===== src/source/cpu_defines.svh =====
`ifndef CPU_DEFINES_SVH
`define CPU_DEFINES_SVH

// datapath and instruction width
`define WORD_W 32

// depths in words
`define IMEM_DEPTH 64
`define DMEM_DEPTH 64

`define REG_COUNT 32

`endif


===== src/source/datapathPkg.sv =====
`include "cpu_defines.svh"

package datapathPkg;

	typedef logic [`WORD_W-1:0] word_t;

	typedef enum logic [3:0] {
		ALU_SLL,
		ALU_SRL,
		ALU_ADD,
		ALU_SUB,
		ALU_AND,
		ALU_OR,
		ALU_XOR,
		ALU_NOR,
		ALU_SLT,
		ALU_SLTU
	} aluOp_t;

	typedef enum logic {
		FETCH_RUN,
		FETCH_HALTED
	} fetchState_t;

endpackage


===== src/source/isaPkg.sv =====
package isaPkg;

	// instruction field widths
	localparam int OPCODE_W = 6;
	localparam int FUNCT_W  = 6;
	localparam int REG_W    = 5;
	localparam int IMM_W    = 16;
	localparam int TARGET_W = 26;

	typedef logic [REG_W-1:0] regIndex_t;

	// standard mips major opcodes, halt is all ones
	typedef enum logic [OPCODE_W-1:0] {
		RTYPE = 6'h00,
		J     = 6'h02,
		JAL   = 6'h03,
		BEQ   = 6'h04,
		BNE   = 6'h05,
		ADDI  = 6'h08,
		ADDIU = 6'h09,
		SLTI  = 6'h0A,
		SLTIU = 6'h0B,
		ANDI  = 6'h0C,
		ORI   = 6'h0D,
		XORI  = 6'h0E,
		LUI   = 6'h0F,
		LW    = 6'h23,
		SW    = 6'h2B,
		HALT  = 6'h3F
	} opcode_t;

	// function codes for rtype
	typedef enum logic [FUNCT_W-1:0] {
		SLLV = 6'h04,
		SRLV = 6'h06,
		JR   = 6'h08,
		ADD  = 6'h20,
		ADDU = 6'h21,
		SUB  = 6'h22,
		SUBU = 6'h23,
		AND  = 6'h24,
		OR   = 6'h25,
		XOR  = 6'h26,
		NOR  = 6'h27,
		SLT  = 6'h2A,
		SLTU = 6'h2B
	} funct_t;

endpackage


===== src/source/controlUnit.sv =====
`timescale 1ns/1ps

module controlUnit import isaPkg::*, datapathPkg::*; (
	input  opcode_t opcode,
	input  funct_t  funct,
	input  logic    equal,
	output logic    pcSrc,
	output logic    jumpReg,
	output logic    jumpType,
	output aluOp_t  aluOp,
	output logic    aluSrc,
	output logic    extOp,
	output logic    upperImm,
	output logic    regZero,
	output logic    regDst,
	output logic    regWriteEnable,
	output logic    memWrite,
	output logic    memRead,
	output logic    memToReg,
	output logic    halt
);

	always_comb begin
		pcSrc          = 1'b0;
		jumpReg        = 1'b0;
		jumpType       = 1'b0;
		aluOp          = ALU_SLL;
		aluSrc         = 1'b0;
		// sign extension unless told otherwise
		extOp          = 1'b1;
		upperImm       = 1'b0;
		regZero        = 1'b0;
		regDst         = 1'b0;
		regWriteEnable = 1'b0;
		memWrite       = 1'b0;
		memRead        = 1'b0;
		memToReg       = 1'b0;
		halt           = 1'b0;

		if (opcode == RTYPE) begin
			// rd is the destination
			regDst = 1'b1;
			case (funct)
				SLLV: aluOp = ALU_SLL;
				SRLV: aluOp = ALU_SRL;
				ADD, ADDU: aluOp = ALU_ADD;
				SUB, SUBU: aluOp = ALU_SUB;
				AND: aluOp = ALU_AND;
				OR: aluOp = ALU_OR;
				XOR: aluOp = ALU_XOR;
				NOR: aluOp = ALU_NOR;
				SLT: aluOp = ALU_SLT;
				SLTU: aluOp = ALU_SLTU;
				default: aluOp = ALU_SLL;
			endcase
			// everything but jr writes rd, unknown codes do nothing
			regWriteEnable = (funct inside {SLLV, SRLV, ADD, ADDU, SUB, SUBU,
				AND, OR, XOR, NOR, SLT, SLTU});
			jumpReg = (funct == JR);
		end else begin
			case (opcode)
				J: jumpType = 1'b1;
				JAL: begin
					// link goes to r31, picked in execute
					jumpType       = 1'b1;
					regWriteEnable = 1'b1;
				end
				BEQ: begin
					aluOp = ALU_SUB;
					pcSrc = equal;
				end
				BNE: begin
					aluOp = ALU_SUB;
					pcSrc = !equal;
				end
				ADDI, ADDIU: begin
					aluOp          = ALU_ADD;
					aluSrc         = 1'b1;
					regWriteEnable = 1'b1;
				end
				SLTI: begin
					aluOp          = ALU_SLT;
					aluSrc         = 1'b1;
					regWriteEnable = 1'b1;
				end
				SLTIU: begin
					aluOp          = ALU_SLTU;
					aluSrc         = 1'b1;
					regWriteEnable = 1'b1;
				end
				ANDI, ORI, XORI: begin
					aluOp          = (opcode == ANDI) ? ALU_AND :
						(opcode == ORI) ? ALU_OR : ALU_XOR;
					aluSrc         = 1'b1;
					extOp          = 1'b0;
					regWriteEnable = 1'b1;
				end
				LUI: begin
					// zero | (imm << 16)
					aluOp          = ALU_OR;
					aluSrc         = 1'b1;
					upperImm       = 1'b1;
					regZero        = 1'b1;
					regWriteEnable = 1'b1;
				end
				LW: begin
					aluOp          = ALU_ADD;
					aluSrc         = 1'b1;
					regWriteEnable = 1'b1;
					memRead        = 1'b1;
					memToReg       = 1'b1;
				end
				SW: begin
					aluOp    = ALU_ADD;
					aluSrc   = 1'b1;
					memWrite = 1'b1;
				end
				HALT: halt = 1'b1;
				default: halt = 1'b0;
			endcase
		end
	end

	// a store never writes back
	always_comb begin
		assert (!(memWrite && regWriteEnable))
			else $error("store decoded with register write enabled");
	end

endmodule


===== config.mk =====
export PLATFORM = sky130hd
export DESIGN_NAME = controlUnit
export DESIGN_NICKNAME = d
export VERILOG_FILES = /design/src/source/datapathPkg.sv /design/src/source/isaPkg.sv /design/src/source/controlUnit.sv
export VERILOG_INCLUDE_DIRS = /design/src /design/src/source
export SDC_FILE = /design/constraint.sdc
export NUM_CORES = 1
export LEC_CHECK = 0
export ABC_CLOCK_PERIOD_IN_PS = 1450
export BUFFER_PORTS_ARGS = -buffer_cell sky130_fd_sc_hd__buf_2
export CORE_AREA = 4 4 41 43
export DETAILED_ROUTE_END_ITERATION = 8
export DIE_AREA = 0 0 45 47
export PLACE_DENSITY_LB_ADDON = 0.1
export SLEW_MARGIN = 10
export SYNTH_ARGS = -nofsm -noshare
export SYNTH_HDL_FRONTEND = slang
export SYNTH_SLANG_ARGS = --single-unit

===== constraint.sdc =====
create_clock -name vclk -period 1.45
set_input_delay 0.0725 -clock vclk [all_inputs]
set_output_delay 0.0725 -clock vclk [all_outputs]
set_load 0.05 [all_outputs]

* After elaboration in Yosys (flattened, before gate mapping)
Index checks and enable logic that the tools add are counted.
** Word-level totals
- Register bits after elaboration :: 0
- Latch bits :: 0
- RAM bits :: 0
- Memory bits (read-only) :: 0
- Output and inout port bits :: 17
- Word-level logic and storage cells :: 64
- Memories :: 0
** Cells by class
- Add/subtract/negate cells :: 0
- Multipliers :: 0
- Div/mod/pow operators :: 0
- $lt $le $gt $ge :: 0
- Equal/unequal tests :: 28
- Shift operators :: 0
- Multiplexer cells :: 25
- Bitwise logic cells :: 0
- Reduce and logical (&&, ||, !) cells :: 11
** Operator list (number)
- == test 6 bit, second input constant :: 13
- == test 6 x 4 -> 1 bit, second input constant :: 9
- case mux 4 bit (9 select lines) :: 1
- == test 6 x 3 -> 1 bit, second input constant :: 4
- case mux 4 bit (6 select lines) :: 1
- OR reduction 10 bit :: 2
- 2-to-1 mux 1 bit :: 19
- == test 6 x 2 -> 1 bit, second input constant :: 2
- nonzero test 12 bit :: 1
- OR reduction 2 bit :: 4
- logical NOT 6 bit :: 1
- 2-to-1 mux 2 bit :: 2
- 2-to-1 mux 4 bit :: 1
- OR reduction 4 bit :: 1
- OR reduction 3 bit :: 1
- case mux 1 bit (2 select lines) :: 1
- logical NOT 1 bit :: 1

* Logic depth before layout (Yosys ltp)
- Depth after elaboration :: 5
- Mapped depth :: 5

* Worst setup path after synthesis
Ideal clock, no wire load.
- Path kind :: input -> output
- From :: input port opcode[1]
- To :: output port memToReg
- Arrival :: 1647 ps
- Data required time :: 1378 ps
- Setup slack :: -269 ps
- Cell stages on the path :: 5
- Path buffers :: 2
- Cell sequence :: buf_4 -> nand3_1 -> or3_1 -> nor2_1 -> buf_4
** Between the ends
- Word-level cells in the longest chain between the ends :: 3
- Elaborated cells on any way between the ends :: 4
- Those cells by class :: eq/ne: 1; mux: 2; reduce/logical: 1
** RTL lines
- start, declared :: RTL line controlUnit.sv:4 : input opcode_t opcode,
- == test 6 bit
- 2-to-1 mux 1 bit
- 2-to-1 mux 1 bit (*)
- end, declared :: RTL line controlUnit.sv:19 : output logic memToReg,
Mark *: on every way between the ends. The rest lies on a longest branch, timed or not.

* Final worst setup path
- From :: input port opcode[1]
- To :: output port aluOp[1]
** Between the ends
- Word-level cells in the longest chain between the ends :: 5
- Elaborated cells on any way between the ends :: 20
- Those cells by class :: eq/ne: 12; mux: 4; reduce/logical: 4
** RTL lines
- == test 6 x 4 -> 1 bit :: RTL line controlUnit.sv:61, controlUnit.sv:93
- 2-to-1 mux 2 bit :: RTL line controlUnit.sv:93 : (opcode == ORI) ? ALU_OR : ALU_XOR;
- 2-to-1 mux 2 bit :: RTL line controlUnit.sv:92 : aluOp = (opcode == ANDI) ? ALU_AND :
- case mux 4 bit (6 select lines) :: RTL line controlUnit.sv:61 : case (opcode)
- 2-to-1 mux 4 bit (*) :: RTL line controlUnit.sv:40 : if (opcode == RTYPE) begin
- end, declared :: RTL line controlUnit.sv:10 : output aluOp_t aluOp,
Marked as above.

==> results.md <==
Run status:
- The flow ran to the end, and the final reports show no timing, DRC or antenna violations.

Die:
- In this run the standard cell core region covers around 1300 sq um.
- The overall die width is 45 um.
- The starting density of the core is between 30 and 40%.
- The number of top-level design ports is 30.
- From bottom edge to top edge, the die measures about 47 um.
- The number of rows in the core area is 13.
- The floorplan step defined a die boundary enclosing 2120 sq um.

Worst setup path:
- In this design, the largest share of critical-path delay is due to buffers and inverters.
- The maximum net fanout on the critical path is 11.
- Walking the worst path, the cells encountered are buf_2, nor3_2, nand4b_1, a211o_1, o211ai_1, buf_2.
- Counting stages on the worst path, the most repeated cell is buf_2.
- The worst endpoint required time is roughly 1.4 ns.
- The critical path capture point type is a primary output.
- The category of the critical setup timing path is in2out.
- The slowest stage of the critical path belongs to the cell buf_2.
- The startpoint class of the critical path is an input pin.
- In this design, the stage delay of the slowest critical-path cell is between 0.2 and 0.3 ns.
- Data arrives at the worst endpoint at about 1.3 ns.
- Counting both buffers and inverters, the worst setup path holds a total of 2.

Cells and area:
- The area taken by flip-flops and latches is 0 sq um.
- The number of nets in the layout is approximately 100.
- The number of flip-flops and latches is 0.
- The proportion of layout cells with a drive suffix above 1 is 43.8%.
- Cells fill roughly 42% of the core in the end.
- The area overhead of the layout relative to synthesis is 38.0%.
- 0 antenna diodes ended up in the layout.
- The count of clock buffers in the final design is 0.

Global route:
- Entering global routing, the biggest net connects 14 pins.
- The initial antenna violation count is 0.
- The wire length of the first global-routing pass is roughly 1800 um.
- The sum of overflow across all layers after global routing is 0.
- The total routing usage reported by global routing is 10.5%.
- The via count of the first global-routing pass is 410.

STA:
- Setup repair after global routing left no endpoint under its margin.
- The post-layout worst setup margin is between 0.09 and 0.1 ns.
- Hold is met by between 0.5 and 0.6 ns.
- The worst relative slew slack is between 70% and 80%.
- The share of the clock period used by the worst path is around 94%.
- The final-report setup violation count is 0.
- The max-slew violation count came to 0.
- The peak clock frequency supported by timing is roughly 740 MHz.
- The worst path in the final design needs a cycle of between 1 and 1.5 ns, including I/O delays and setup.
- The final count of hold timing violations is 0.
- At the pin with the least slew margin, the transition time is between 0.3 and 0.4 ns.

Pwr:
- The leakage power is ~0.00028 uW.
- The maximum vdd ir drop is about 0.093 mV.
- Power spread over the standard cell area amounts to between 200 and 300 nW/um^2.
- The total power of the final layout is roughly 150 uW.

Synth:
- The share of synthesized cell area in full adder, half adder and majority cells is 0%.
- After technology mapping, the gate count stands at 63.
- The xor/xnor share of the synthesized area is 2.24%.
- The post-synthesis sequential area ratio is 0%.
- Sorting the synthesized cells by how often they occur yields 11 x nor2_1, 6 x nand3_1.
- In this run the cell area of the synthesized design comes to 392 sq um.
- The mux share of post-synthesis cell area is 0%.
- The mean instance size in the synthesized netlist is around 6.2 sq um.
- The synthesized design spends more area on one cell type than any other, namely nor2_1.
- The simple-gate share of the synthesized area is between 50% and 60%.
- The dominant combinational cell family by area after synthesis is simple AND/OR/NAND/NOR gates.
- The share of the synthesized area in the top cell type is a little over a tenth.
- The number of distinct standard cells referenced by the synthesized netlist is 33.
- For this run, the number of Yosys warnings is 0.
- Summing the areas of all compound-gate instances in the mapped netlist gives around 29% of the synthesized area.
- The most common cell in the synthesized netlist is nor2_1.
- Sorting the synthesized cells by area gives the leading types as nor2_1 11%, nand3_1 7.7%, nand4b_1 6.7%.
- The number of nets in the synthesized netlist is 76.

Placement:
- The port buffer count is 30.
- The pre-CTS setup slack is around 0.075 ns.
- The placed wire-length estimate after detailed placement is around 970 um.
- The congestion estimate from routability-driven global placement came to a little under 0.8.

CTS:
- The number of buffers inserted by hold repair at cts is 0.
- The post-CTS setup buffer count is 0.
- The quantity of gates resized following cts is 0.

Detailed routing:
- The number of antenna-violating nets in the routed design is 0.
- Wires add up to ~1200 um.
- After detailed routing, the average wire length per cell comes to 11.3 um.
- The count of routing violations after the opening detailed-route iteration is 6.
- After detailed routing, the number of vias per cell comes to about 5.3.
- The total iterations of the first detailed-routing run is 4.
- In the routed design, unresolved DRC markers number 0.
- The routed via count is 548.

Job:
- Across the run, the number of max-cap violations was 0.

Worst hold path:
- The kind of path behind the tightest hold check is in2out.
==> metal layers <==
layer | vias up | wire (um) | part of all wire, % | GRT usage, %
li1 | 284 | - | - | -
met1 | 239 | 579 | 49 | 16.9
met2 | 25 | 466 | 40 | 15.8
met3 | 0 | 124 | 11 | 0.766
met4 | 0 | 0 | 0 | 0
met5 | - | 0 | 0 | 0
==> path summary, 6_finish.rpt <==
check	slack (ns)	from	endpoint	depth (start not counted)
setup / recovery	0.09	opcode[1]	aluOp[1]	6
hold / removal	0.56	opcode[4]	regWriteEnable	3
==> layout make-up <==
class,count,area [sq um]
Inverter,3,11.3
Tap cell,15,18.8
Fill cell,160,761
Multi-Input combinational cell,55,353
Timing Repair Buffer,31,158
==> report_power, final <==
group          total, uW  switching, uW  internal (uW)
sequential             0              0              0
combinational        146           97.0           49.0
clock                  0              0              0
==> worst min-delay path: stages <==
cell and delay (ns):
buf_2 0.16, a211oi_2 0.04, buf_2 0.20
==> logic make-up after synthesis <==
family,after synthesis
buffers and inverters,8
AND/OR/NAND/NOR,38
XOR/XNOR,1
AO/OA/AOI/OAI,16
==> layout by cell type (no fill, tap or decap), types with 2 or more instances in the layout <==
| cell | synthesis | routed |
|---|---|---|
| nor3_2 | 2 | 2 |
| nor2_1 | 11 | 9 |
| nand4b_1 | 3 | 3 |
| inv_1 | 3 | 3 |
| nand2_1 | 2 | 2 |
| nand3_1 | 6 | 6 |
| buf_2 | 2 | 30 |
| nand2b_1 | 2 | 2 |
| nor2_2 | 0 | 2 |
| o21ai_1 | 3 | 3 |
| o211ai_1 | 2 | 2 |
| a21oi_1 | 3 | 3 |
==> metrics by stage <==
| step | std cells | instance area (sq um) | TNS (ns) |
|---|---|---|---|
| 2_1_floorplan | 63 | 397 | -0.0111 |
| 3_3_place_gp | 104 | 541 | 0 |
| 3_5_place_dp | 104 | 541 | 0 |
| 4_1_cts | 104 | 541 | 0 |
| 5_1_grt | 104 | 541 | 0 |
| 6_report | 104 | 541 | 0 |
Note: power is estimated with default switching activity, not from simulation.
