<file path="src/source/cpu_defines.svh">
`ifndef CPU_DEFINES_SVH
`define CPU_DEFINES_SVH

// datapath and instruction width
`define WORD_W 32

// depths in words
`define IMEM_DEPTH 64
`define DMEM_DEPTH 64

`define REG_COUNT 32

`endif

</file>
<file path="src/source/datapathPkg.sv">
`include "cpu_defines.svh"

package datapathPkg;

	typedef logic [`WORD_W-1:0] word_t;

	typedef enum logic [3:0] {
		ALU_SLL,
		ALU_SRL,
		ALU_ADD,
		ALU_SUB,
		ALU_AND,
		ALU_OR,
		ALU_XOR,
		ALU_NOR,
		ALU_SLT,
		ALU_SLTU
	} aluOp_t;

	typedef enum logic {
		FETCH_RUN,
		FETCH_HALTED
	} fetchState_t;

endpackage

</file>
<file path="src/source/isaPkg.sv">
package isaPkg;

	// instruction field widths
	localparam int OPCODE_W = 6;
	localparam int FUNCT_W  = 6;
	localparam int REG_W    = 5;
	localparam int IMM_W    = 16;
	localparam int TARGET_W = 26;

	typedef logic [REG_W-1:0] regIndex_t;

	// standard mips major opcodes, halt is all ones
	typedef enum logic [OPCODE_W-1:0] {
		RTYPE = 6'h00,
		J     = 6'h02,
		JAL   = 6'h03,
		BEQ   = 6'h04,
		BNE   = 6'h05,
		ADDI  = 6'h08,
		ADDIU = 6'h09,
		SLTI  = 6'h0A,
		SLTIU = 6'h0B,
		ANDI  = 6'h0C,
		ORI   = 6'h0D,
		XORI  = 6'h0E,
		LUI   = 6'h0F,
		LW    = 6'h23,
		SW    = 6'h2B,
		HALT  = 6'h3F
	} opcode_t;

	// function codes for rtype
	typedef enum logic [FUNCT_W-1:0] {
		SLLV = 6'h04,
		SRLV = 6'h06,
		JR   = 6'h08,
		ADD  = 6'h20,
		ADDU = 6'h21,
		SUB  = 6'h22,
		SUBU = 6'h23,
		AND  = 6'h24,
		OR   = 6'h25,
		XOR  = 6'h26,
		NOR  = 6'h27,
		SLT  = 6'h2A,
		SLTU = 6'h2B
	} funct_t;

endpackage

</file>
<file path="src/source/fetchUnit.sv">
`timescale 1ns/1ps
`include "cpu_defines.svh"

module fetchUnit import isaPkg::*, datapathPkg::*; (
	input  logic  CLK,
	input  logic  reset,
	input  logic  loadEnable,
	input  word_t loadAddr,
	input  word_t loadData,
	input  logic  pcSrc,
	input  logic  jumpReg,
	input  logic  jumpType,
	input  logic  halt,
	input  word_t rsValue,
	output word_t instr,
	output word_t pcPlusOne,
	output logic  halted,
	output word_t haltPc
);

	localparam int PC_IDX_W = $clog2(`IMEM_DEPTH);

	word_t       imem [`IMEM_DEPTH];
	word_t       pc;
	word_t       nextPc;
	word_t       branchOffset;
	fetchState_t state;

	// program load port
	always_ff @(posedge CLK) begin
		if (loadEnable) begin
			imem[loadAddr[PC_IDX_W-1:0]] <= loadData;
		end
	end

	// all zero word decodes to nothing once halted
	assign instr     = (state == FETCH_HALTED) ? '0 : imem[pc[PC_IDX_W-1:0]];
	assign halted    = (state == FETCH_HALTED);
	assign pcPlusOne = pc + 1;

	assign branchOffset = {{(`WORD_W-IMM_W){instr[IMM_W-1]}}, instr[IMM_W-1:0]};

	always_comb begin
		if (jumpType) begin
			nextPc = {{(`WORD_W-TARGET_W){1'b0}}, instr[TARGET_W-1:0]};
		end else if (jumpReg) begin
			nextPc = rsValue;
		end else if (pcSrc) begin
			nextPc = pcPlusOne + branchOffset;
		end else begin
			nextPc = pcPlusOne;
		end
	end

	always_ff @(posedge CLK) begin
		if (reset) begin
			state <= FETCH_RUN;
			pc    <= '0;
		end else if (state == FETCH_RUN) begin
			if (halt) begin
				state <= FETCH_HALTED;
			end else begin
				pc <= nextPc;
			end
		end
	end

	always_ff @(posedge CLK) begin
		if (state == FETCH_RUN && halt) begin
			haltPc <= pc;
		end
	end

	// jumps and branches must land inside instruction memory
	assert property (@(posedge CLK) disable iff (reset)
		(state == FETCH_RUN) |-> (pc < `IMEM_DEPTH))
		else $error("pc %0d left instruction memory", pc);

endmodule

</file>
<file path="config.mk">
export PLATFORM = sky130hd
export DESIGN_NAME = fetchUnit
export DESIGN_NICKNAME = d
export VERILOG_FILES = /design/src/source/datapathPkg.sv /design/src/source/isaPkg.sv /design/src/source/fetchUnit.sv
export VERILOG_INCLUDE_DIRS = /design/src /design/src/source
export SDC_FILE = /design/constraint.sdc
export NUM_CORES = 2
export LEC_CHECK = 0
export ABC_AREA = 1
export BUFFER_PORTS_ARGS = -buffer_cell sky130_fd_sc_hd__buf_2
export CORE_MARGIN = 4
export CORE_UTILIZATION = 40
export CTS_CLUSTER_SIZE = 12
export DETAILED_ROUTE_END_ITERATION = 12
export PLACE_DENSITY_LB_ADDON = 0.08
export SYNTH_ARGS = -nofsm -noshare
export SYNTH_HDL_FRONTEND = slang
export SYNTH_SLANG_ARGS = --single-unit
</file>
<file path="constraint.sdc">
create_clock -name CLK -period 7.13 [get_ports CLK]
set_input_delay 0.3565 -clock CLK [delete_from_list [all_inputs] [get_ports CLK]]
set_output_delay 0.3565 -clock CLK [all_outputs]
set_load 0.02 [all_outputs]
</file>
* Yosys cells after proc, flatten, opt, wreduce, memory -nomap -nowiden
Memories as Yosys holds them, arrays and structs flattened. A register that Yosys moved wholly into a read port is not among the register bits.
Cells that the tools add are included.
** Storage, ports and cells
- Register bits :: 65
- Memory bits (writable) :: 2048
- Memories kept :: 1
- Bits of input ports :: 103
- Output and inout bits :: 97
** Cells by class
- $add $sub $neg :: 2
- Bitwise logic cells :: 2
- Mux-type cells :: 10
- Reduce and logical (&&, ||, !) cells :: 2
** Memory list
- imem :: words 64, bits a word 32, read ports 1, clocked after memory_dff 1, write ports 1, line fetchUnit.sv:23 : word_t imem [`IMEM_DEPTH];
** Operators by type and width (number)
- two-way mux 32 bit :: 4
- adder 32 x 1 -> 32 bit, second input constant :: 1
- adder 32 bit :: 1
- two-way mux 6 bit :: 2
- two-way mux 1 bit :: 4
- NOT 1 bit :: 2
- AND reduction 2 bit :: 1
- logical AND 1 bit :: 1

* Longest topological paths before layout
- Depth in word-level cells :: 7
- Depth in mapped cells :: 29

* Worst setup path after synthesis
OpenSTA, ideal clock, no wires.
- Path type :: input to register
- Start :: in loadEnable
- End :: mem imem[48][0] in the netlist's numbering (enable)
- Buffers on the path :: 1
- Cell stages on the path :: 3
- Arrival time :: 3.984 ns
- Data required time :: 6.628 ns
- Setup slack :: 2.644 ns
- Cells stage by stage :: clkbuf_1 > nand4_1 > nor4_1
** Between the ends
- Longest elaborated chain between the ends :: 2
** RTL lines
- start, declared :: line fetchUnit.sv:7 : input logic loadEnable,
- two-way mux 1 bit :: line fetchUnit.sv:31 : if (loadEnable) begin
- two-way mux 1 bit (not written as such) :: line fetchUnit.sv:32 : imem[loadAddr[PC_IDX_W-1:0]] <= loadData;
- end, declared :: line fetchUnit.sv:23
No other way between the ends.

==> impl_metrics.sql <==
INSERT INTO impl_metrics (metric_group, metric, value, unit) VALUES
('sta', 'max_freq', '160.3', 'MHz'),
('placement', 'detailed_place_hpwl', '145900', 'um'),
('synth', 'post_synthesis_cell_count', '7030', ''),
('synth', 'synth-edff-count', '2080', ''),
('synth', 'yosys_warns', '0', ''),
('sta', 'maxSlewViolCount', '0', ''),
('detailed_routing', 'route.detailed.wl_per_inst', '26.92', 'um'),
('floorplan', 'rows', '170', ''),
('clocking', 'tritoncts.num_buffers', '221', ''),
('sta', 'max_slew.worst_pin.slew', '1.210', 'ns'),
('sta', 'final_hold_violations', '0', ''),
('worst_setup_path', 'setup.worst_path.end_class', 'register', ''),
('clocking', 'clock_latency', '0.86', 'ns'),
('worst_hold_path', 'worstHoldPathType', 'in2reg', ''),
('detailed_routing', 'route.final.wire_length', '274900', 'um'),
('global_routing', 'globalRouteOverflowTotal', '0', ''),
('worst_setup_path', 'worstSetupPathType', 'reg2reg', ''),
('worst_setup_path', 'critPathLaunchType', 'register', ''),
('clocking', 'post_cts_resized', '0', ''),
('pwr', 'power.leakage', '32.65', 'nW'),
('sta', 'layout_worst_path_cycle_share', '87.52', '%'),
('synth', 'number_of_nets_in_the_synthesized_netlist', '7166', ''),
('synth', 'synth-main-ff-cell', 'sky130_fd_sc_hd__edfxtp_1', ''),
('global_routing', 'first_global_vias', '54740', ''),
('synth', 'postSynthRegisterBits', '2119', ''),
('floorplan', 'ios', '200', ''),
('floorplan', 'die_area', '223700', 'sq um'),
('clocking', 'cts_tree', 'built', ''),
('synth', 'top_area_cells_in_the_synthesized_netlist', 'sky130_fd_sc_hd__edfxtp_1, sky130_fd_sc_hd__o21ai_0, sky130_fd_sc_hd__nor2_1, sky130_fd_sc_hd__o22ai_1, sky130_fd_sc_hd__nand2_1', ''),
('clocking', 'h-tree-depth', '4', ''),
('clocking', 'cts-root-to-sink-buffers', '3', ''),
('global_routing', 'antenna_found_initial', '18', ''),
('detailed_routing', 'drt_iter0_markers', '5961', ''),
('sta', 'rsz0062_at_grt', 'no', ''),
('detailed_routing', 'vias_per_cell', '5.651', ''),
('worst_setup_path', 'crit_required', '7.86', 'ns'),
('clocking', 'root_buffer', 'sky130_fd_sc_hd__clkbuf_16', ''),
('synth', 'yosysSeqAreaShare', '73.14', '%'),
('placement', 'placement.io_buffers', '173', ''),
('finish', 'layout.core_utilization', '45.53', '%'),
('clocking', 'clkSinkCount', '2119', ''),
('finish', 'leading_cell_type_in_the_layout_fill_and_taps_excluded', 'sky130_fd_sc_hd__edfxtp_1', ''),
('floorplan', 'initial_utilization', '40.25', '%'),
('clocking', 'cts.clk_slew.worst_paths', '0.06', 'ns'),
('floorplan', 'floorplan.core_area', '214800', 'sq um'),
('detailed_routing', 'total_vias_in_the_final_route', '57700', ''),
('finish', 'drive_above_1_share', '10.08', '%'),
('status', 'run_status', 'completed', ''),
('floorplan', 'die_width', '472.9', 'um'),
('job', 'drv.max_cap_violation_count', '0', ''),
('detailed_routing', 'drt_first_pass_iters', '6', ''),
('synth', 'mean_syn_cell_area', '12.30', 'sq um'),
('pwr', 'vdd.ir_drop.worst', '0.0002642', 'V'),
('synth', 'synth_cell_type_count', '45', ''),
('global_routing', 'grt_first_pass_wirelength', '394500', 'um'),
('synth', 'ys_async_sr_fraction', '0', '%'),
('sta', 'final_period_minus_worst_setup_slack', '6.240', 'ns'),
('placement', 'gp_congestion', '0.8724', ''),
('finish', 'layout.cells.most_common_list', 'sky130_fd_sc_hd__edfxtp_1, sky130_fd_sc_hd__nor2_1, sky130_fd_sc_hd__o21ai_0, sky130_fd_sc_hd__nand2_1, sky130_fd_sc_hd__nand3_1', ''),
('detailed_routing', 'detail_route.drc_violations', '0', ''),
('sta', 'finalSetupViolations', '0', ''),
('sta', 'maxSlewHeadroom', '19.34', '%'),
('sta', 'timing.clock.skew', '0.02229', 'ns'),
('pwr', 'pd_cells', '283.4', 'nW/um^2'),
('sta', 'final.setup.tns', '0', 'ns'),
('floorplan', 'dieHeight', '472.9', 'um'),
('detailed_routing', 'drt.antenna.violating_nets', '0', ''),
('finish', 'flow.area_growth_from_synthesis', '13.13', '%'),
('global_routing', 'grt_max_degree', '184', ''),
('global_routing', 'groute.usage.overall', '24.09', '%'),
('synth', 'proportion_of_netlist_area_held_by_the_largest_area_contributor', '72.24', '%'),
('synth', 'synth_top_cell_by_area', 'sky130_fd_sc_hd__edfxtp_1', ''),
('finish', 'nets', '7315', ''),
('worst_setup_path', 'path_max_fanout', '120', ''),
('synth', 'synth.cell_area', '86460', 'sq um'),
('worst_setup_path', 'crit_arrival', '6.97', 'ns');
sequential cells by signal, summed over array words and instances (netlist names), named ones only:
signal / flops
pc: 32
haltPc: 32
imem: 2048
halted: 1
repair_timing:
action / CTS / global route
buffers inserted: 0 / 0
hold endpoints to repair: 32 / 0
hold buffers: 35 / 0
logic make-up after synthesis:
logic type	count (synthesis)	synth area share, %
flops	2119	73.14
xor+xnor	30	0.3039
buf+inv	583	3.199
fa+ha+maj	33	0.4862
compound gates	1721	10.87
simple gates	2544	12.00
area by class of cell:
class / count / area, sq um
clock buffers: 301 / 5987
diodes: 10 / 25.02
fillers: 19630 / 117000
well taps: 2838 / 3551
repair buffers: 397 / 2960
inverters: 112 / 449.2
clock inverters: 105 / 645.6
multi-input cells: 4328 / 20940
flip-flops and latches: 2119 / 63260
cell usage after synthesis, types with 2 or more instances:
| cell | n |
|---|---|
| sky130_fd_sc_hd__edfxtp_1 | 2080 |
| sky130_fd_sc_hd__nor2_1 | 1197 |
| sky130_fd_sc_hd__o21ai_0 | 1051 |
| sky130_fd_sc_hd__nand2_1 | 767 |
| sky130_fd_sc_hd__nand3_1 | 498 |
| sky130_fd_sc_hd__o22ai_1 | 495 |
| sky130_fd_sc_hd__clkbuf_1 | 195 |
| sky130_fd_sc_hd__buf_2 | 138 |
| sky130_fd_sc_hd__inv_1 | 106 |
| sky130_fd_sc_hd__a21oi_1 | 83 |
| sky130_fd_sc_hd__buf_4 | 64 |
| sky130_fd_sc_hd__buf_1 | 52 |
| sky130_fd_sc_hd__dfxtp_1 | 39 |
| sky130_fd_sc_hd__ha_1 | 32 |
| sky130_fd_sc_hd__o21ai_1 | 32 |
| sky130_fd_sc_hd__buf_6 | 22 |
| sky130_fd_sc_hd__nand4_1 | 21 |
| sky130_fd_sc_hd__xor2_1 | 21 |
| sky130_fd_sc_hd__nor3_1 | 18 |
| sky130_fd_sc_hd__o211ai_1 | 16 |
| sky130_fd_sc_hd__nor4_1 | 13 |
| sky130_fd_sc_hd__or2_2 | 13 |
| sky130_fd_sc_hd__a31oi_1 | 12 |
| sky130_fd_sc_hd__o221ai_1 | 11 |
| sky130_fd_sc_hd__nor2_2 | 9 |
| sky130_fd_sc_hd__xnor2_1 | 9 |
| sky130_fd_sc_hd__inv_2 | 5 |
| sky130_fd_sc_hd__a21o_1 | 4 |
| sky130_fd_sc_hd__a22oi_1 | 4 |
| sky130_fd_sc_hd__o21a_1 | 3 |
| sky130_fd_sc_hd__o21bai_1 | 3 |
| sky130_fd_sc_hd__a211oi_2 | 2 |
| sky130_fd_sc_hd__a311oi_1 | 2 |
| sky130_fd_sc_hd__and2_1 | 2 |
through the flow:
stage | cells | power, mW | setup slack [ns] | area (sq um) | hold WS [ns]
6_report | 10210 | 27.72 | 0.8898 | 97820 | 0.05735
5_1_grt | 10200 | 28.79 | 0.5151 | 97800 | 0.06790
4_1_cts | 10200 | 27.97 | 1.014 | 97790 | 0.005996
3_5_place_dp | 9759 | 17.24 | 1.391 | 90810 | 0.4933
3_3_place_gp | 9759 | 17.22 | 1.329 | 90810 | 0.4941
2_1_floorplan | 7030 | 15.94 | 2.644 | 86460 | 0.4310
worst max-delay path: stages, from the launching register on:
cell	delay, ns
sky130_fd_sc_hd__dfxtp_4	0.77
sky130_fd_sc_hd__inv_8	0.47
sky130_fd_sc_hd__buf_4	0.42
sky130_fd_sc_hd__o21ai_0	0.20
sky130_fd_sc_hd__o22ai_1	0.08
sky130_fd_sc_hd__o21ai_0	0.15
sky130_fd_sc_hd__nor2_1	0.06
sky130_fd_sc_hd__o21ai_0	0.52
sky130_fd_sc_hd__nand3_1	0.35
sky130_fd_sc_hd__nand2_1	0.16
sky130_fd_sc_hd__nor2_2	0.07
sky130_fd_sc_hd__ha_1	0.40
sky130_fd_sc_hd__nand2_1	0.09
sky130_fd_sc_hd__inv_1	0.05
sky130_fd_sc_hd__a21oi_1	0.46
sky130_fd_sc_hd__o21ai_0	0.31
sky130_fd_sc_hd__nand3_1	0.14
sky130_fd_sc_hd__nand3_1	0.11
sky130_fd_sc_hd__or2_2	0.29
sky130_fd_sc_hd__nand3_1	0.06
sky130_fd_sc_hd__nand2_1	0.09
sky130_fd_sc_hd__a21oi_1	0.13
sky130_fd_sc_hd__nor2_1	0.05
sky130_fd_sc_hd__dlygate4sd3_1	0.58
layer usage:
layer	global-route usage, %	routed length (um)
met1	34.36	121500
met2	39.02	129500
met3	3.148	16620
met4	6.469	7231
met5	0	13
power by group:
| group | total [mW] | switching (mW) | leakage [nW] | internal (mW) |
|---|---|---|---|---|
| clock | 10.7 | 4.80 | 3.23 | 5.95 |
| combinational | 3.09 | 2.27 | 10.4 | 0.821 |
| sequential | 13.9 | 0.0842 | 19.1 | 13.8 |
| total | 27.7 | 7.15 | 32.6 | 20.6 |
path summary, 6_finish.rpt:
path / endpoint / startpoint / slack, ns / cells past startpoint
worst max register to register: pc[25] / register / 0.89 / 23
worst min register to register: pc[31] / pc[31] / 0.51 / 2
worst max-delay path: pc[25] / register / 0.89 / 23
worst min-delay path: pc[21] / rsValue[21] / 0.06 / 5
Power figures use the tool's default switching activity.
