==> src/source/cpu_defines.svh <==
`ifndef CPU_DEFINES_SVH
`define CPU_DEFINES_SVH

// datapath and instruction width
`define WORD_W 32

// depths in words
`define IMEM_DEPTH 64
`define DMEM_DEPTH 64

`define REG_COUNT 32

`endif

==> src/source/datapathPkg.sv <==
`include "cpu_defines.svh"

package datapathPkg;

	typedef logic [`WORD_W-1:0] word_t;

	typedef enum logic [3:0] {
		ALU_SLL,
		ALU_SRL,
		ALU_ADD,
		ALU_SUB,
		ALU_AND,
		ALU_OR,
		ALU_XOR,
		ALU_NOR,
		ALU_SLT,
		ALU_SLTU
	} aluOp_t;

	typedef enum logic {
		FETCH_RUN,
		FETCH_HALTED
	} fetchState_t;

endpackage

==> src/source/isaPkg.sv <==
package isaPkg;

	// instruction field widths
	localparam int OPCODE_W = 6;
	localparam int FUNCT_W  = 6;
	localparam int REG_W    = 5;
	localparam int IMM_W    = 16;
	localparam int TARGET_W = 26;

	typedef logic [REG_W-1:0] regIndex_t;

	// standard mips major opcodes, halt is all ones
	typedef enum logic [OPCODE_W-1:0] {
		RTYPE = 6'h00,
		J     = 6'h02,
		JAL   = 6'h03,
		BEQ   = 6'h04,
		BNE   = 6'h05,
		ADDI  = 6'h08,
		ADDIU = 6'h09,
		SLTI  = 6'h0A,
		SLTIU = 6'h0B,
		ANDI  = 6'h0C,
		ORI   = 6'h0D,
		XORI  = 6'h0E,
		LUI   = 6'h0F,
		LW    = 6'h23,
		SW    = 6'h2B,
		HALT  = 6'h3F
	} opcode_t;

	// function codes for rtype
	typedef enum logic [FUNCT_W-1:0] {
		SLLV = 6'h04,
		SRLV = 6'h06,
		JR   = 6'h08,
		ADD  = 6'h20,
		ADDU = 6'h21,
		SUB  = 6'h22,
		SUBU = 6'h23,
		AND  = 6'h24,
		OR   = 6'h25,
		XOR  = 6'h26,
		NOR  = 6'h27,
		SLT  = 6'h2A,
		SLTU = 6'h2B
	} funct_t;

endpackage

==> src/source/executeUnit.sv <==
`timescale 1ns/1ps
`include "cpu_defines.svh"

module executeUnit import isaPkg::*, datapathPkg::*; (
	input  logic   CLK,
	input  logic   reset,
	input  word_t  instr,
	input  word_t  pcPlusOne,
	input  aluOp_t aluOp,
	input  logic   aluSrc,
	input  logic   extOp,
	input  logic   upperImm,
	input  logic   regZero,
	input  logic   regDst,
	input  logic   regWriteEnable,
	input  logic   memToReg,
	input  logic   jumpType,
	input  word_t  loadValue,
	output word_t  aluResult,
	output word_t  rsValue,
	output word_t  rtValue,
	output logic   equal
);

	word_t            regFile [`REG_COUNT];
	regIndex_t        rsIdx;
	regIndex_t        rtIdx;
	regIndex_t        rdIdx;
	regIndex_t        wrIdx;
	logic [IMM_W-1:0] imm;
	word_t            extImm;
	word_t            opA;
	word_t            opB;
	word_t            wrData;
	logic             linkWrite;

	assign rsIdx = instr[IMM_W+2*REG_W-1 -: REG_W];
	assign rtIdx = instr[IMM_W+REG_W-1 -: REG_W];
	assign rdIdx = instr[IMM_W-1 -: REG_W];
	assign imm   = instr[IMM_W-1:0];

	assign rsValue = regFile[rsIdx];
	assign rtValue = regFile[rtIdx];
	assign equal   = (rsValue == rtValue);

	always_comb begin
		if (upperImm) begin
			extImm = {imm, {(`WORD_W-IMM_W){1'b0}}};
		end else if (extOp) begin
			extImm = {{(`WORD_W-IMM_W){imm[IMM_W-1]}}, imm};
		end else begin
			extImm = {{(`WORD_W-IMM_W){1'b0}}, imm};
		end
	end

	assign opA = regZero ? '0 : rsValue;
	assign opB = aluSrc ? extImm : rtValue;

	// shift amount comes from rs, the shifted value from rt
	always_comb begin
		case (aluOp)
			ALU_SLL:  aluResult = opB << opA[4:0];
			ALU_SRL:  aluResult = opB >> opA[4:0];
			ALU_ADD:  aluResult = opA + opB;
			ALU_SUB:  aluResult = opA - opB;
			ALU_AND:  aluResult = opA & opB;
			ALU_OR:   aluResult = opA | opB;
			ALU_XOR:  aluResult = opA ^ opB;
			ALU_NOR:  aluResult = ~(opA | opB);
			ALU_SLT:  aluResult = word_t'($signed(opA) < $signed(opB));
			ALU_SLTU: aluResult = word_t'(opA < opB);
			default:  aluResult = '0;
		endcase
	end

	// jal links into r31
	assign linkWrite = jumpType && regWriteEnable;
	assign wrIdx  = linkWrite ? regIndex_t'(`REG_COUNT - 1) : (regDst ? rdIdx : rtIdx);
	assign wrData = linkWrite ? pcPlusOne : (memToReg ? loadValue : aluResult);

	always_ff @(posedge CLK) begin
		if (reset) begin
			for (int i = 0; i < `REG_COUNT; i++) begin
				regFile[i] <= '0;
			end
		end else if (regWriteEnable && wrIdx != '0) begin
			regFile[wrIdx] <= wrData;
		end
	end

	assert property (@(posedge CLK) disable iff (reset)
		(rsIdx == '0) |-> (rsValue == '0))
		else $error("register 0 holds a nonzero value");

endmodule

==> config.mk <==
export PLATFORM = sky130hd
export DESIGN_NAME = executeUnit
export DESIGN_NICKNAME = d
export VERILOG_FILES = /design/src/source/datapathPkg.sv /design/src/source/isaPkg.sv /design/src/source/executeUnit.sv
export VERILOG_INCLUDE_DIRS = /design/src /design/src/source
export SDC_FILE = /design/constraint.sdc
export NUM_CORES = 2
export LEC_CHECK = 0
export ABC_AREA = 0
export BUFFER_PORTS_ARGS = -buffer_cell sky130_fd_sc_hd__buf_2
export CELL_PAD_IN_SITES_DETAIL_PLACEMENT = 1
export CELL_PAD_IN_SITES_GLOBAL_PLACEMENT = 2
export CORE_UTILIZATION = 44
export DETAILED_ROUTE_END_ITERATION = 10
export PLACE_DENSITY_LB_ADDON = 0.3
export SLEW_MARGIN = 0
export SYNTH_ARGS = -nofsm -noshare
export SYNTH_HDL_FRONTEND = slang
export SYNTH_SLANG_ARGS = --single-unit
==> constraint.sdc <==
create_clock -name CLK -period 11.7 [get_ports CLK]
set_input_delay 2.34 -clock CLK [delete_from_list [all_inputs] [get_ports CLK]]
set_output_delay 2.34 -clock CLK [all_outputs]
set_load 0.01 [all_outputs]
# Yosys cells after proc, flatten, opt, wreduce, memory -nomap -nowiden
# Memories as Yosys holds them, arrays and structs flattened.
# Cells that the tools add are included.
# classes
n_lt_le_gt_ge	2
bitwise_logic	4
shift	2
eq_ne	10
muxes	17
addsub	2
reduce_logical	5
# op_table
cell	n
$pmux W32 S10	1
$mux W32	7
$lt A32 B32 Y1	2
$add A32 B32 Y32	1
$and A32 B32 Y32	1
$eq A32 B32 Y1	1
$not A32 Y32	1
$or A32 B32 Y32	1
$reduce_or A32 Y1	1
$shl A32 B5 Y32	1
$shr A32 B5 Y32	1
$sub A32 B32 Y32	1
$xor A32 B32 Y32	1
$eq A4 B3 Y1 const B	4
$mux W5	3
$eq A4 B2 Y1 const B	2
$eq A4 B4 Y1 const B	2
$mux W1	6
$reduce_bool A5 Y1	1
$eq A4 B1 Y1 const B	1
$logic_not A4 Y1	1
$logic_and A1 B1 Y1	2
# totals
n_memories	1
out_inout_bits	97
ramBits	1024
register_bits	0
wordCells	43
# mem_list
memory	depth	width	read_ports	rd_clocked_by_memory_dff	wr	line	text
regFile	32	32	2	0	32	executeUnit.sv:25	word_t regFile [`REG_COUNT];

# Longest topological paths before layout
# depth
word_depth	9
depth_mapped	29
mapped_depth_nobuf	20

# Worst setup path before layout
# No wires, ideal clock.
# synth_path
path_kind	input to output
from	in instr[21]
to	out aluResult[28]
cell_stages	24
path_slack_ns	0.993
arrival_time_ns	8.367
path_cell_list	buf_6 > buf_6 > buf_6 > buf_6 > clkbuf_1 > buf_1 > buf_1 > mux4_2 > mux4_2 > mux2i_1 > nor2_1 > ha_1 > clkbuf_1 > nand2b_1 > a21oi_1 > a211oi_1 > o2111ai_1 > a221oi_1 > o221ai_1 > a211oi_1 > o31ai_1 > nand4_1 > o221ai_1 > or3_1
# synth_via
elab_chain_cells	5
# synth_lines
item	line	text
start: declaration	executeUnit.sv:7	input word_t instr,
$mem_v2 Z32 W32 (*)	-	
$mux W32 (*)	executeUnit.sv:56	assign opA = regZero ? '0 : rsValue;
branches (longest 2 deep; another with $sub A32 B32 Y32)	-	
$pmux W32 S10 (*)	executeUnit.sv:61	case (aluOp)
end: declaration	executeUnit.sv:19	output word_t aluResult,
# Mark *: on every way between the ends.

# Final worst setup path
# layout_path
from	in instr[17]
to	out aluResult[18]
# layout_via
elab_chain_cells	5
# layout_lines
item	line	text
$mem_v2 Z32 W32 (*)	-	
$mux W32 (*)	executeUnit.sv:57	assign opB = aluSrc ? extImm : rtValue;
branches (longest 2 deep; another with $sub A32 B32 Y32)	-	
$pmux W32 S10 (*)	executeUnit.sv:61	
# Marks and branches as above.

==> impl_summary.log <==
[metrics] unrepaired setup endpoints after global routing: no
[metrics] core area: between 100000 and 150000 µm²
[metrics] endpoint type of the worst setup path: output pin
[metrics] average cell area after synthesis: 11.3 µm²
[metrics] antenna-violating nets left: 0
[metrics] total vias in the final route: 57.2k
[metrics] worst-case clock buffer depth: 3
[metrics] instance area after placement: between 60000 and 70000 µm²
[metrics] number of buffers added to fix hold violations after cts: 0
[metrics] Min-Delay Path Class: in2reg
[metrics] Synth Cell Area: 66000 µm²
[metrics] final sum of negative setup slack: 0 ps
[metrics] pin count of the biggest net entering global routing: a little over 90
[metrics] dominant register cell in the synthesized netlist: sky130_fd_sc_hd__edfxtp_1
[metrics] cts bufs inserted: between 100 and 150
[metrics] antenna diode count: 0
[metrics] per-cell via count in the routed design: between 7 and 8
[metrics] fraction of post-synthesis cell area in the top cell type by area: 0.466
[metrics] register ranked first by flip-flop count: regFile
[metrics] final-report hold violation count: 0
[metrics] share of final-layout standard cells stronger than drive strength 1: 0.204
[metrics] overall die area: between 150000 and 200000 µm²
[metrics] static leakage: 0.0283 µW
[metrics] final max-slew violation count: 0
[metrics] total global-route track usage: 0.427
[metrics] crit start category: primary input
[metrics] max-capacitance violation count: 0
[metrics] count of buffers from port buffering: 200
[metrics] number of remaining DRC errors: 0
[metrics] clock tree sinks: ~1.0k
[metrics] main area contributors after synthesis: sky130_fd_sc_hd__edfxtp_1 (47%), sky130_fd_sc_hd__mux2i_1 (12%), sky130_fd_sc_hd__mux4_2 (7.4%), sky130_fd_sc_hd__nor2_1 (5.7%), sky130_fd_sc_hd__a22oi_1 (4.0%)
[metrics] worst-case clock skew: 36.5 ps
[metrics] die outline width: ~400 µm
[metrics] most common library cell in the layout ignoring fill and taps: sky130_fd_sc_hd__edfxtp_1
[metrics] data required time at the worst endpoint: roughly 9400 ps
[metrics] TritonCTS clock tree: built
[metrics] Slew Limit Headroom: 0.0419
[metrics] portion of the clock cycle consumed by the worst path in the final layout: 0.994
[metrics] number of antenna violations at the first check in global routing: 12
[metrics] number of synthesized register bits: ~1.0k
[metrics] number of primary I/O pins: ~210
[metrics] number of warnings printed during yosys synthesis: 0
[metrics] CP Max Fanout: 34
[metrics] share of synthesized area occupied by flip-flops and latches: 0.466
[metrics] number of setup buffers added after CTS: 0
[metrics] First-pass DRT Iterations: 6
[metrics] outcome: finished, final reports clean
[metrics] global-route wire length before repair: between 400 and 500 mm
[metrics] Synth area leader: sky130_fd_sc_hd__edfxtp_1
[metrics] async set-reset flop share out of synthesis: 0
[metrics] Initial DRC Count: just under 9k
[metrics] signal arrival time at the worst endpoint: ~9300 ps
[metrics] number of instances in the synthesized netlist: around 6k
[metrics] y dimension of the die: between 300 and 400 µm
[metrics] source-to-sink clock delay at the later pin of the worst-skew pair: 740 ps
[metrics] count of cells resized by post-cts repair: 0
[metrics] filler instances: around 16k
[metrics] Final Setup Violations: 0
[metrics] Tmin final: 11620 ps
[metrics] worst IR drop on VDD: between 0.0001 and 0.00015 V
[metrics] global route overflow: 0
[metrics] post-synthesis cell type count: roughly 120
[metrics] pwr dens: 144 nW/µm²
[metrics] number of H-tree branching levels: 3
[metrics] global placement routability congestion: roughly 1
[metrics] Detailed Route WL: between 300 and 400 mm
[metrics] count of flip-flops with a built-in enable after synthesis: roughly 1.0k
[metrics] top library cells by usage in the layout, fill and taps aside: sky130_fd_sc_hd__edfxtp_1 (1024), sky130_fd_sc_hd__nor2_1 (990), sky130_fd_sc_hd__mux2i_1 (779)
[metrics] Largest regs: regFile x1024
[metrics] row count: ~140
[metrics] buffer cell driving the clock tree root: sky130_fd_sc_hd__clkbuf_16
[metrics] Clk pin slew, worst setup/hold paths: roughly 60 ps
[metrics] flip-flop count of the largest register after layout: roughly 1k
[metrics] initial standard-cell utilization of the core: 0.445
[metrics] slew at the pin closest to its max-slew limit: 1430 ps
[metrics] type of the setup path with the least slack: in2out
[metrics] number of nets in the layout: about 6.3k
[metrics] via count of the first global-routing pass: about 56k
[metrics] design area: around 74000 µm²
[metrics] Wirelength per Cell: a little over 40 µm
[metrics] relative area change from synthesis to final layout: 11.4%
[metrics] Highest Clock Rate: approximately 86 MHz
[metrics] hpwl dp: around 230 mm
[through the flow]
stage / instances / power [µW] / hold WS, ps / utilization / setup WS (ps)
after floorplan: 5889 / 5770 / 1630 / - / 993
after global placement: 7882 / 6910 / 2130 / 0.472 / 378
after detailed placement: 7882 / 6950 / 2160 / 0.472 / 389
after CTS: 8082 / 10500 / 1940 / 0.496 / 427
after global routing: 8082 / 10800 / 1990 / 0.496 / 63.3
final: 8082 / 10600 / 1970 / 0.496 / 75.4
[power breakdown]
group,leakage (µW),switching [µW],internal [µW]
registers,0.0107,80.7,4180
logic,0.0159,1910,847
clock network,0.00176,1540,2070
total,0.0283,3530,7100
[critical path, cell delays in order]
cell,delay [ps]
sky130_fd_sc_hd__buf_8,300
sky130_fd_sc_hd__buf_4,530
sky130_fd_sc_hd__buf_4,400
sky130_fd_sc_hd__mux2i_1,130
sky130_fd_sc_hd__a22oi_1,200
sky130_fd_sc_hd__a21oi_1,110
sky130_fd_sc_hd__nor4_1,370
sky130_fd_sc_hd__buf_4,240
sky130_fd_sc_hd__a22o_1,210
sky130_fd_sc_hd__inv_1,90
sky130_fd_sc_hd__ha_1,370
sky130_fd_sc_hd__nor2b_1,160
sky130_fd_sc_hd__o21ai_0,110
sky130_fd_sc_hd__a21oi_1,260
sky130_fd_sc_hd__o211ai_1,110
sky130_fd_sc_hd__a21oi_1,170
sky130_fd_sc_hd__a311oi_1,110
sky130_fd_sc_hd__nor4b_1,1220
sky130_fd_sc_hd__o21ai_0,560
sky130_fd_sc_hd__a41oi_1,410
sky130_fd_sc_hd__mux2i_1,480
sky130_fd_sc_hd__nand2b_1,170
sky130_fd_sc_hd__buf_2,140
[cells by family (layout without fill, tap and decap cells)]
kind of cell,after synthesis,in the layout,synth area share
and+or+nand+nor,1713,1713,0.118
AOI/OAI and AO/OA,1251,1251,0.130
muxes,1036,1036,0.201
DFF,1024,1024,0.466
buffers and inverters,690,953,0.0600
adders and majority gates,89,89,0.0171
xor gates and xnor gates,54,54,0.00717
other,1,32,0.0000568
[per-layer routing]
| layer | track usage | up-vias | wire length [µm] |
|---|---|---|---|
| li1 | - | 22600 | - |
| met1 | 0.587 | 29600 | 130000 |
| met2 | 0.614 | 4213 | 138000 |
| met3 | 0.105 | 844 | 41100 |
| met4 | 0.241 | 2 | 22500 |
| met5 | 0 | - | 12 |
[Yosys cell counts (18+ instances only)]
library cell / number
sky130_fd_sc_hd__edfxtp_1: 1024
sky130_fd_sc_hd__nor2_1: 995
sky130_fd_sc_hd__mux2i_1: 780
sky130_fd_sc_hd__a22oi_1: 352
sky130_fd_sc_hd__a21oi_1: 339
sky130_fd_sc_hd__clkbuf_1: 238
sky130_fd_sc_hd__mux4_2: 218
sky130_fd_sc_hd__nand2_1: 201
sky130_fd_sc_hd__nor3_1: 178
sky130_fd_sc_hd__buf_2: 140
sky130_fd_sc_hd__inv_1: 127
sky130_fd_sc_hd__o21ai_0: 122
sky130_fd_sc_hd__ha_1: 87
sky130_fd_sc_hd__buf_6: 60
sky130_fd_sc_hd__nand2b_1: 60
sky130_fd_sc_hd__o211ai_1: 49
sky130_fd_sc_hd__nand3_1: 48
sky130_fd_sc_hd__xnor2_1: 47
sky130_fd_sc_hd__a21o_1: 44
sky130_fd_sc_hd__buf_1: 36
sky130_fd_sc_hd__and2_1: 33
sky130_fd_sc_hd__o22ai_1: 33
sky130_fd_sc_hd__clkbuf_8: 32
sky130_fd_sc_hd__a211oi_1: 31
sky130_fd_sc_hd__mux2_2: 29
sky130_fd_sc_hd__nor4_1: 29
sky130_fd_sc_hd__a31oi_1: 26
sky130_fd_sc_hd__o221ai_1: 26
sky130_fd_sc_hd__o31ai_1: 21
sky130_fd_sc_hd__nor4_2: 20
sky130_fd_sc_hd__o21ai_1: 20
sky130_fd_sc_hd__or2_2: 20
sky130_fd_sc_hd__or3_1: 20
sky130_fd_sc_hd__buf_4: 18
sky130_fd_sc_hd__buf_8: 18
sky130_fd_sc_hd__nand4_1: 18
sky130_fd_sc_hd__nor2b_1: 18
[area by class of cell]
cell class | instances | area (µm²) | share of cell area
inverter | 137 | 518 | 0.00705
clock buffer | 124 | 2740 | 0.0373
tap | 1930 | 2410 | 0.0328
sequential | 1024 | 30700 | 0.418
clock inverter | 76 | 861 | 0.0117
timing repair buffer | 616 | 4360 | 0.0594
multi-input combinational | 4175 | 31900 | 0.434
[final timing paths]
| check | cells after the start | start | endpoint | slack (ps) |
|---|---|---|---|---|
| worst max-delay path | 23 | instr[17] | aluResult[18] | 80 |
| worst max register to register | 20 | regFile[19][3]$_SDFFCE_PN0P_ | regFile[30][18]$_SDFFCE_PN0P_ | 4420 |
| worst min-delay path | 3 | pcPlusOne[17] | regFile[31][17]$_SDFFCE_PN0P_ | 1970 |
| worst min register to register | 9 | regFile[18][4]$_SDFFCE_PN0P_ | regFile[31][4]$_SDFFCE_PN0P_ | 2240 |
(Power assumes the default switching activity.)
